File: src/decode_defines.svh
`ifndef DECODE_DEFINES_SVH
`define DECODE_DEFINES_SVH

`define NUM_THREADS   4
`define NW_BITS       2
`define UUID_BITS     16
`define NR_BITS       5
`define PERF_CTR_BITS 32
`define OP_BITS       4
`define MOD_BITS      3
`define CSR_ADDR_BITS 12

// Major opcodes
`define INST_R     7'b0110011
`define INST_I     7'b0010011
`define INST_L     7'b0000011
`define INST_S     7'b0100011
`define INST_B     7'b1100011
`define INST_LUI   7'b0110111
`define INST_AUIPC 7'b0010111
`define INST_JAL   7'b1101111
`define INST_JALR  7'b1100111
`define INST_FENCE 7'b0001111
`define INST_SYS   7'b1110011
`define INST_GPGPU 7'h6B

`define INST_ALU_ADD   `OP_BITS'(0)
`define INST_ALU_SUB   `OP_BITS'(1)
`define INST_ALU_SLL   `OP_BITS'(2)
`define INST_ALU_SLT   `OP_BITS'(3)
`define INST_ALU_SLTU  `OP_BITS'(4)
`define INST_ALU_XOR   `OP_BITS'(5)
`define INST_ALU_SRL   `OP_BITS'(6)
`define INST_ALU_SRA   `OP_BITS'(7)
`define INST_ALU_OR    `OP_BITS'(8)
`define INST_ALU_AND   `OP_BITS'(9)
`define INST_ALU_LUI   `OP_BITS'(10)
`define INST_ALU_AUIPC `OP_BITS'(11)

// Branch class, issued with op_mod 1
`define INST_BR_EQ     `OP_BITS'(0)
`define INST_BR_NE     `OP_BITS'(1)
`define INST_BR_LT     `OP_BITS'(4)
`define INST_BR_GE     `OP_BITS'(5)
`define INST_BR_LTU    `OP_BITS'(6)
`define INST_BR_GEU    `OP_BITS'(7)
`define INST_BR_JAL    `OP_BITS'(8)
`define INST_BR_JALR   `OP_BITS'(9)
`define INST_BR_ECALL  `OP_BITS'(10)
`define INST_BR_EBREAK `OP_BITS'(11)
`define INST_BR_URET   `OP_BITS'(12)
`define INST_BR_SRET   `OP_BITS'(13)
`define INST_BR_MRET   `OP_BITS'(14)

`define INST_GPU_TMC    `OP_BITS'(0)
`define INST_GPU_WSPAWN `OP_BITS'(1)
`define INST_GPU_SPLIT  `OP_BITS'(2)
`define INST_GPU_JOIN   `OP_BITS'(3)
`define INST_GPU_BAR    `OP_BITS'(4)
`define INST_GPU_PRED   `OP_BITS'(5)

`define INST_LSU_LW `OP_BITS'(2)

`endif
File: src/decode_pkg.sv
`include "decode_defines.svh"

package decode_pkg;

    typedef enum logic [1:0] {
        EX_ALU,
        EX_LSU,
        EX_CSR,
        EX_GPU
    } ex_type_e;

    // Nine formats need four bits
    typedef enum logic [3:0] {
        IMM_NONE,
        IMM_I,
        IMM_SHAMT,
        IMM_S,
        IMM_B,
        IMM_U,
        IMM_J,
        IMM_CSR,
        IMM_PC4
    } imm_fmt_e;

    typedef struct packed {
        logic [`UUID_BITS-1:0]   uuid;
        logic [`NW_BITS-1:0]     wid;
        logic [`NUM_THREADS-1:0] tmask;
        logic [31:0]             pc;
        logic [31:0]             instr;
    } fetch_rsp_t;

    typedef struct packed {
        ex_type_e               ex_type;
        logic [`OP_BITS-1:0]    op_type;
        logic [`MOD_BITS-1:0]   op_mod;
        logic                   wb;
        logic [`NR_BITS-1:0]    rd;
        logic [`NR_BITS-1:0]    rs1;
        logic [`NR_BITS-1:0]    rs2;
        logic [31:0]            imm;
        logic                   use_pc;
        logic                   use_imm;
    } decoded_t;

    typedef struct packed {
        logic [`UUID_BITS-1:0]   uuid;
        logic [`NW_BITS-1:0]     wid;
        logic [`NUM_THREADS-1:0] tmask;
        logic [31:0]             pc;
        decoded_t                dec;
    } decode_rsp_t;

    typedef struct packed {
        logic [`NW_BITS-1:0] wid;
        logic                stalled;
    } wstall_t;

    typedef struct packed {
        logic [`NW_BITS-1:0] wid;
    } join_t;

    typedef struct packed {
        logic [`PERF_CTR_BITS-1:0] loads;
        logic [`PERF_CTR_BITS-1:0] stores;
        logic [`PERF_CTR_BITS-1:0] branches;
    } perf_cnt_t;

endpackage

File: src/warp_decode.sv
`timescale 1ns/1ps

module warp_decode (
    input  logic                    clk,
    input  logic                    reset,
    input  logic                    fetch_valid,
    input  decode_pkg::fetch_rsp_t  fetch_rsp,
    output logic                    fetch_ready,
    output logic                    decode_valid,
    output decode_pkg::decode_rsp_t decode_rsp,
    input  logic                    decode_ready,
    output logic                    wstall_valid,
    output decode_pkg::wstall_t     wstall,
    output logic                    join_valid,
    output decode_pkg::join_t       join_out,
    output decode_pkg::perf_cnt_t   perf
);

    decode_pkg::decoded_t dec_core;
    decode_pkg::decoded_t decoded;
    decode_pkg::imm_fmt_e imm_fmt;
    logic [31:0]          imm;
    logic                 is_wstall;
    logic                 is_join;
    logic                 fire;

    op_decoder u_op_decoder (
        .instr     (fetch_rsp.instr),
        .dec       (dec_core),
        .imm_fmt   (imm_fmt),
        .is_wstall (is_wstall),
        .is_join   (is_join)
    );

    imm_gen u_imm_gen (
        .instr   (fetch_rsp.instr),
        .imm_fmt (imm_fmt),
        .imm     (imm)
    );

    always_comb begin
        decoded     = dec_core;
        decoded.imm = imm;
    end

    // Pass-through handshake, nothing is buffered here
    assign fetch_ready  = decode_ready;
    assign decode_valid = fetch_valid;
    assign fire         = fetch_valid && decode_ready;

    assign decode_rsp.uuid  = fetch_rsp.uuid;
    assign decode_rsp.wid   = fetch_rsp.wid;
    assign decode_rsp.tmask = fetch_rsp.tmask;
    assign decode_rsp.pc    = fetch_rsp.pc;
    assign decode_rsp.dec   = decoded;

    assign wstall_valid   = fire; // Every accepted instruction
    assign wstall.wid     = fetch_rsp.wid;
    assign wstall.stalled = is_wstall;

    assign join_valid   = fire && is_join;
    assign join_out.wid = fetch_rsp.wid;

    decode_perf u_decode_perf (
        .clk   (clk),
        .reset (reset),
        .fire  (fire),
        .tmask (fetch_rsp.tmask),
        .dec   (decoded),
        .perf  (perf)
    );

endmodule

File: src/decode_perf.sv
`timescale 1ns/1ps
`include "decode_defines.svh"

module decode_perf (
    input  logic                    clk,
    input  logic                    reset,
    input  logic                    fire,
    input  logic [`NUM_THREADS-1:0] tmask,
    input  decode_pkg::decoded_t    dec,
    output decode_pkg::perf_cnt_t   perf
);

    localparam int CNT_W = $clog2(`NUM_THREADS + 1);

    logic [CNT_W-1:0] active;
    logic             is_mem;
    logic             is_load;
    logic             is_store;
    logic             is_branch;

    function automatic logic [CNT_W-1:0] popcount(input logic [`NUM_THREADS-1:0] mask);
        logic [CNT_W-1:0] sum;
        sum = '0;
        for (int i = 0; i < `NUM_THREADS; i++)
            sum = sum + CNT_W'(mask[i]);
        return sum;
    endfunction

    assign active    = popcount(tmask);
    assign is_mem    = (dec.ex_type == decode_pkg::EX_LSU) && (dec.op_mod == `MOD_BITS'(0));
    assign is_load   = is_mem && !dec.op_type[3];
    assign is_store  = is_mem && dec.op_type[3];
    assign is_branch = (dec.ex_type == decode_pkg::EX_ALU) && (dec.op_mod == `MOD_BITS'(1));

    always_ff @(posedge clk) begin
        if (reset) begin
            perf <= '0;
        end else if (fire) begin
            if (is_load)
                perf.loads <= perf.loads + `PERF_CTR_BITS'(active);
            if (is_store)
                perf.stores <= perf.stores + `PERF_CTR_BITS'(active);
            if (is_branch)
                perf.branches <= perf.branches + `PERF_CTR_BITS'(active);
        end
    end

endmodule

File: src/op_decoder.sv
`timescale 1ns/1ps
`include "decode_defines.svh"

module op_decoder (
    input  logic [31:0]          instr,
    output decode_pkg::decoded_t dec,
    output decode_pkg::imm_fmt_e imm_fmt,
    output logic                 is_wstall,
    output logic                 is_join
);

    logic [6:0]  opcode;
    logic [2:0]  func3;
    logic [6:0]  func7;
    logic [11:0] u_12;
    logic [4:0]  rd;
    logic [4:0]  rs1;
    logic [4:0]  rs2;
    logic        use_rd;

    assign opcode = instr[6:0];
    assign func3  = instr[14:12];
    assign func7  = instr[31:25];
    assign u_12   = instr[31:20];
    assign rd     = instr[11:7];
    assign rs1    = instr[19:15];
    assign rs2    = instr[24:20];

    always_comb begin
        dec       = '0;
        imm_fmt   = decode_pkg::IMM_NONE;
        use_rd    = 1'b0;
        is_wstall = 1'b0;
        is_join   = 1'b0;
        dec.ex_type = decode_pkg::EX_ALU;

        case (opcode)
            `INST_I, `INST_R: begin
                case (func3)
                    3'h0: begin
                        // SUB only exists in the register form
                        if (opcode == `INST_R && func7[5])
                            dec.op_type = `INST_ALU_SUB;
                        else
                            dec.op_type = `INST_ALU_ADD;
                    end
                    3'h1: dec.op_type = `INST_ALU_SLL;
                    3'h2: dec.op_type = `INST_ALU_SLT;
                    3'h3: dec.op_type = `INST_ALU_SLTU;
                    3'h4: dec.op_type = `INST_ALU_XOR;
                    3'h5: dec.op_type = func7[5] ? `INST_ALU_SRA : `INST_ALU_SRL;
                    3'h6: dec.op_type = `INST_ALU_OR;
                    default: dec.op_type = `INST_ALU_AND;
                endcase
                use_rd  = 1'b1;
                dec.rd  = rd;
                dec.rs1 = rs1;
                if (opcode == `INST_I) begin
                    dec.use_imm = 1'b1;
                    imm_fmt = (func3[1:0] == 2'b01) ? decode_pkg::IMM_SHAMT : decode_pkg::IMM_I;
                end else begin
                    dec.rs2 = rs2;
                end
            end
            `INST_LUI, `INST_AUIPC: begin
                dec.op_type = (opcode == `INST_LUI) ? `INST_ALU_LUI : `INST_ALU_AUIPC;
                dec.use_pc  = (opcode == `INST_AUIPC);
                dec.use_imm = 1'b1;
                imm_fmt     = decode_pkg::IMM_U;
                use_rd      = 1'b1;
                dec.rd      = rd;
            end
            `INST_JAL: begin
                dec.op_type = `INST_BR_JAL;
                dec.op_mod  = `MOD_BITS'(1);
                dec.use_pc  = 1'b1;
                dec.use_imm = 1'b1;
                imm_fmt     = decode_pkg::IMM_J;
                use_rd      = 1'b1;
                dec.rd      = rd;
                is_wstall   = 1'b1;
            end
            `INST_JALR: begin
                dec.op_type = `INST_BR_JALR;
                dec.op_mod  = `MOD_BITS'(1);
                dec.use_imm = 1'b1;
                imm_fmt     = decode_pkg::IMM_I;
                use_rd      = 1'b1;
                dec.rd      = rd;
                dec.rs1     = rs1;
                is_wstall   = 1'b1;
            end
            `INST_B: begin
                case (func3)
                    3'h0: dec.op_type = `INST_BR_EQ;
                    3'h1: dec.op_type = `INST_BR_NE;
                    3'h4: dec.op_type = `INST_BR_LT;
                    3'h5: dec.op_type = `INST_BR_GE;
                    3'h6: dec.op_type = `INST_BR_LTU;
                    3'h7: dec.op_type = `INST_BR_GEU;
                    default: dec.op_type = `INST_BR_EQ;
                endcase
                dec.op_mod  = `MOD_BITS'(1);
                dec.use_pc  = 1'b1;
                dec.use_imm = 1'b1;
                imm_fmt     = decode_pkg::IMM_B;
                dec.rs1     = rs1;
                dec.rs2     = rs2;
                is_wstall   = 1'b1;
            end
            `INST_FENCE: begin
                dec.ex_type = decode_pkg::EX_LSU;
                dec.op_mod  = `MOD_BITS'(1);
            end
            `INST_SYS: begin
                if (func3[1:0] != 2'b00) begin
                    dec.ex_type = decode_pkg::EX_CSR;
                    dec.op_type = `OP_BITS'(func3[1:0]); // RW, RS, RC
                    dec.use_imm = func3[2];
                    imm_fmt     = decode_pkg::IMM_CSR;
                    use_rd      = 1'b1;
                    dec.rd      = rd;
                    if (!func3[2])
                        dec.rs1 = rs1;
                end else begin
                    case (u_12)
                        12'h000: dec.op_type = `INST_BR_ECALL;
                        12'h001: dec.op_type = `INST_BR_EBREAK;
                        12'h002: dec.op_type = `INST_BR_URET;
                        12'h102: dec.op_type = `INST_BR_SRET;
                        12'h302: dec.op_type = `INST_BR_MRET;
                        default: dec.op_type = `INST_BR_ECALL;
                    endcase
                    dec.op_mod  = `MOD_BITS'(1);
                    dec.use_pc  = 1'b1;
                    dec.use_imm = 1'b1;
                    imm_fmt     = decode_pkg::IMM_PC4;
                    use_rd      = 1'b1;
                    dec.rd      = rd;
                    is_wstall   = 1'b1;
                end
            end
            `INST_L: begin
                dec.ex_type = decode_pkg::EX_LSU;
                dec.op_type = `OP_BITS'({1'b0, func3});
                imm_fmt     = decode_pkg::IMM_I;
                use_rd      = 1'b1;
                dec.rd      = rd;
                dec.rs1     = rs1;
            end
            `INST_S: begin
                dec.ex_type = decode_pkg::EX_LSU;
                dec.op_type = `OP_BITS'({1'b1, func3}); // Bit 3 marks a store
                imm_fmt     = decode_pkg::IMM_S;
                dec.rs1     = rs1;
                dec.rs2     = rs2;
            end
            `INST_GPGPU: begin
                dec.ex_type = decode_pkg::EX_GPU;
                case (func3)
                    3'h0: begin
                        dec.op_type = rs2[0] ? `INST_GPU_PRED : `INST_GPU_TMC;
                        dec.rs1     = rs1;
                        is_wstall   = 1'b1;
                    end
                    3'h1: begin
                        dec.op_type = `INST_GPU_WSPAWN;
                        dec.rs1     = rs1;
                        dec.rs2     = rs2;
                    end
                    3'h2: begin
                        dec.op_type = `INST_GPU_SPLIT;
                        dec.rs1     = rs1;
                        is_wstall   = 1'b1;
                    end
                    3'h3: begin
                        dec.op_type = `INST_GPU_JOIN;
                        is_join     = 1'b1;
                    end
                    3'h4: begin
                        dec.op_type = `INST_GPU_BAR;
                        dec.rs1     = rs1;
                        dec.rs2     = rs2;
                        is_wstall   = 1'b1;
                    end
                    3'h5: begin
                        // Load routed to the LSU
                        dec.ex_type = decode_pkg::EX_LSU;
                        dec.op_type = `INST_LSU_LW;
                        dec.op_mod  = `MOD_BITS'(2);
                        dec.rs1     = rs1;
                    end
                    default: ;
                endcase
            end
            default: ;
        endcase

        dec.wb = use_rd && (dec.rd != '0); // x0 is never written
    end

endmodule

File: src/imm_gen.sv
`timescale 1ns/1ps
`include "decode_defines.svh"

module imm_gen (
    input  logic [31:0]          instr,
    input  decode_pkg::imm_fmt_e imm_fmt,
    output logic [31:0]          imm
);

    always_comb begin
        imm = '0;
        case (imm_fmt)
            decode_pkg::IMM_I: begin
                imm = {{20{instr[31]}}, instr[31:20]};
            end
            decode_pkg::IMM_SHAMT: begin
                imm = {27'b0, instr[24:20]}; // Zero extended
            end
            decode_pkg::IMM_S: begin
                imm = {{20{instr[31]}}, instr[31:25], instr[11:7]};
            end
            decode_pkg::IMM_B: begin
                imm = {{19{instr[31]}}, instr[31], instr[7], instr[30:25], instr[11:8], 1'b0};
            end
            decode_pkg::IMM_U: begin
                imm = {instr[31:12], 12'b0};
            end
            decode_pkg::IMM_J: begin
                imm = {{11{instr[31]}}, instr[31], instr[19:12], instr[20], instr[30:21], 1'b0};
            end
            decode_pkg::IMM_CSR: begin
                // CSR address low, uimm/rs1 field above it
                imm[`CSR_ADDR_BITS-1:0]          = instr[31:20];
                imm[`CSR_ADDR_BITS +: `NR_BITS]  = instr[19:15];
            end
            decode_pkg::IMM_PC4: begin
                imm = 32'd4; // Return address offset
            end
            default: imm = '0;
        endcase
    end

endmodule

File: config.mk
export PLATFORM = sky130hd
export DESIGN_NAME = warp_decode
export DESIGN_NICKNAME = d
export VERILOG_FILES = /design/src/decode_pkg.sv /design/src/warp_decode.sv /design/src/decode_perf.sv /design/src/op_decoder.sv /design/src/imm_gen.sv
export VERILOG_INCLUDE_DIRS = /design/src
export SDC_FILE = /design/constraint.sdc
export NUM_CORES = 1
export LEC_CHECK = 0
export ABC_AREA = 1
export BUFFER_PORTS_ARGS = -buffer_cell sky130_fd_sc_hd__buf_2
export CELL_PAD_IN_SITES_DETAIL_PLACEMENT = 1
export CELL_PAD_IN_SITES_GLOBAL_PLACEMENT = 1
export CORE_MARGIN = 4
export CORE_UTILIZATION = 30
export DETAILED_ROUTE_END_ITERATION = 16
export GPL_ROUTABILITY_DRIVEN = 0
export PLACE_DENSITY_LB_ADDON = 0.1
export SETUP_SLACK_MARGIN = 0.05
export SYNTH_ARGS = -nofsm -noshare
export SYNTH_HDL_FRONTEND = slang
export SYNTH_SLANG_ARGS = --single-unit
File: constraint.sdc
create_clock -name clk -period 2.55 [get_ports clk]
set_input_delay 0.1275 -clock clk [delete_from_list [all_inputs] [get_ports clk]]
set_output_delay 0.1275 -clock clk [all_outputs]
set_load 0.005 [all_outputs]
==> qor.txt <==
iteration count of the initial detailed-routing pass - 4
Post-synth ARST share - 0%
drt total wl - 30.4 mm
Tot GR Track Use - 20.4%
EDFF count, synth - 0
I/O Buffers - 202
Bufs and invs on worst path - 5
slowest CP cell - fa_1
final instance area - 9760 µm²
Max-Cap Viols - 0
Synth Flop Type - dfxtp_1
Worst Path Required - 2.76 ns
Top reg by flops - u_decode_perf.perf
Antenna diodes - 0
CP delay by family, top - adder cells
Final Critical Period - 2.36 ns
Ys Warns - 0
CTS Buf Count - 9
post-synthesis sequential area ratio - 23.9%
Placed Area - 9250 µm²
post-DP HPWL - 24.1 mm
final hold violations - 0
Fmax - 424 MHz
critical path capture point type - register
layout cells sized above 1 - 23.8%
commonest non-fill, non-tap cells in the layout - nand2_1 (464), buf_2 (201), nor2_1 (193), inv_1 (115), dfxtp_1 (96)
Hold Crit Class - input pin to output port
Post-route DRC - 0
fin nets - 1646
largest net degree at the start of global routing - 74
DR iter-0 viols - 415
clock sink total - 96
Clock Latency Late Sink - 0.37 ns
Sequential Area - 1920 µm²
post-route ant nets - 0
Post-Layout Cell Count - 1881
final setup TNS - 0 ns
die area - 29500 µm²
max reg flops - 96
crit path kind - input pin to register
R2R depth - 12
Final Setup Violations - 0
outcome - finished clean
Congestion Overflow GR - 0
dpl cells - 1859
power density over the cells - 333 nW/µm²
Crit Path Max Fanout - 5
Die H - 172 µm
antenna violations before repair - 1
RSZ-0062 raised after global routing - yes
# fillers - 3585
initial cell density of the core - 30.7%
Worst setup SP type - input pin
Final period util - 92.4%
relative slew slack - 37.1%
WL per Instance - 16.2 µm
Post-Synthesis Cells - 1360
Yosys reg bits - 96
Worst-Margin Slew - 0.944 ns
post-synthesis net count - 1465
Die X - 172 µm
crit-path max cell delay - 0.46 ns
Tot Pwr - 3.25 mW
wire length of the first global-routing pass - 48.9 mm
clock root buffer - clkbuf_16
Max IR drop VDD - 0.000251 V
commonest non-fill, non-tap cell in the layout - nand2_1
synth unique cells - 40
WP depth - 16
P&R area growth vs syn - 21.4%
vias in the first global route - 9196
CP Cell Sequence - buf_4, ha_4, inv_2, fa_1, inv_2, ha_2, inv_1, fa_1, inv_1, nand2_1, nand2_2, nand2_4, nor3_2, nand3_1, xor2_1, nor2_1
syn avg cell area - 5.91 µm²
Hold Path Depth - 0
Arr. time, crit path - 2.56 ns
max-slew violations - 0
biggest regs - u_decode_perf.perf x96
clk_skew - 0.0123 ns
Reg clk slew, reported paths - 0.07 ns
core area - 26200 µm²
vias post-DR - 9081
leak pwr - 4.46 nW
area of the multi-input gates - 5150 µm²
depth of the CTS H-tree - 3
FP Rows - 59
Mapped Area - 8040 µm²
IO Count - 308
hold slack - 0.255 ns
Post-CTS Hold Buffers - 0
Vias per Instance - 4.83
Max Root-Sink Buffers - 2
CTS tree - built
## what timing repair did
action	CTS	global route
endpoints found under the hold margin	0	0
pin swaps	0	10
resized for setup	4	46
endpoints found under the setup margin	11	68
buffers inserted	0	6
## layout make-up
type | instances | share of cell area, %
clock buffer | 10 | 2.45
clock inverter | 6 | 0.513
inverter | 132 | 5.07
multi-input combinational | 1037 | 52.7
sequential | 96 | 19.7
tap | 335 | 4.29
timing repair buffer | 265 | 15.3
## cell usage after synthesis (15+ instances only)
cell type	n	area, µm²
nand2_1	474	1780
nor2_1	203	762
inv_1	119	447
dfxtp_1	96	1920
a21oi_1	80	400
buf_4	66	495
nand3_1	49	245
o21ai_0	31	155
xor2_1	31	272
nand3b_1	27	203
nand4_1	27	169
a31oi_1	24	150
nor3_1	19	95.1
clkbuf_1	15	56.3
## worst paths after layout
path,start,to,slack (ns)
worst max-delay path,fetch_rsp[64],u_decode_perf.perf[42],0.19
worst min-delay path,fetch_rsp[74],decode_rsp[101],0.26
worst max register to register,u_decode_perf.perf[0],u_decode_perf.perf[18],0.55
worst min register to register,u_decode_perf.perf[31],u_decode_perf.perf[31],0.51
## where the power goes
part           internal [mW]  switching [mW]  leakage (nW)
registers               1.50        0.000761         0.773
logic                  0.120           0.215          3.54
clock network          0.706           0.713         0.141
## per-layer routing
| metal | track usage, % | vias to the layer above | routed length (µm) |
|---|---|---|---|
| li1 | - | 4606 | - |
| met1 | 27.2 | 4274 | 14200 |
| met2 | 34.8 | 167 | 14500 |
| met3 | 3.13 | 32 | 1350 |
| met4 | 4.37 | 2 | 374 |
| met5 | 0 | - | 13 |
## worst reg2reg max path: cells and delay by family (launching register included)
family / cells / cell delay (ns)
adder cells (fa/ha/maj): 2 / 0.55
AND/OR/NAND/NOR: 6 / 0.54
flip-flops: 1 / 0.40
buffers and inverters: 3 / 0.24
AO/OA/AOI/OAI: 1 / 0.16
## stage by stage
stage               utilization, %  setup WS (ns)
global route                  37.3         0.0270
finish                        37.3          0.194
floorplan                        -         0.0544
detailed placement            35.3         -0.382
global placement              35.3         -0.272
CTS                           36.5         0.0634
## cell families (layout without fill, tap and decap cells)
logic type | count (synthesis) | in the layout | share of synthesized area [%]
AO/OA/AOI/OAI | 143 | 143 | 9.46
XOR/XNOR | 37 | 37 | 4.03
adder cells (fa/ha/maj) | 15 | 15 | 2.71
buffers and inverters | 227 | 413 | 14.2
flip-flops | 96 | 96 | 23.9
other | 1 | 1 | 0.0466
AND/OR/NAND/NOR | 841 | 841 | 45.6
No activity file was read; power rests on OpenSTA's default activity.
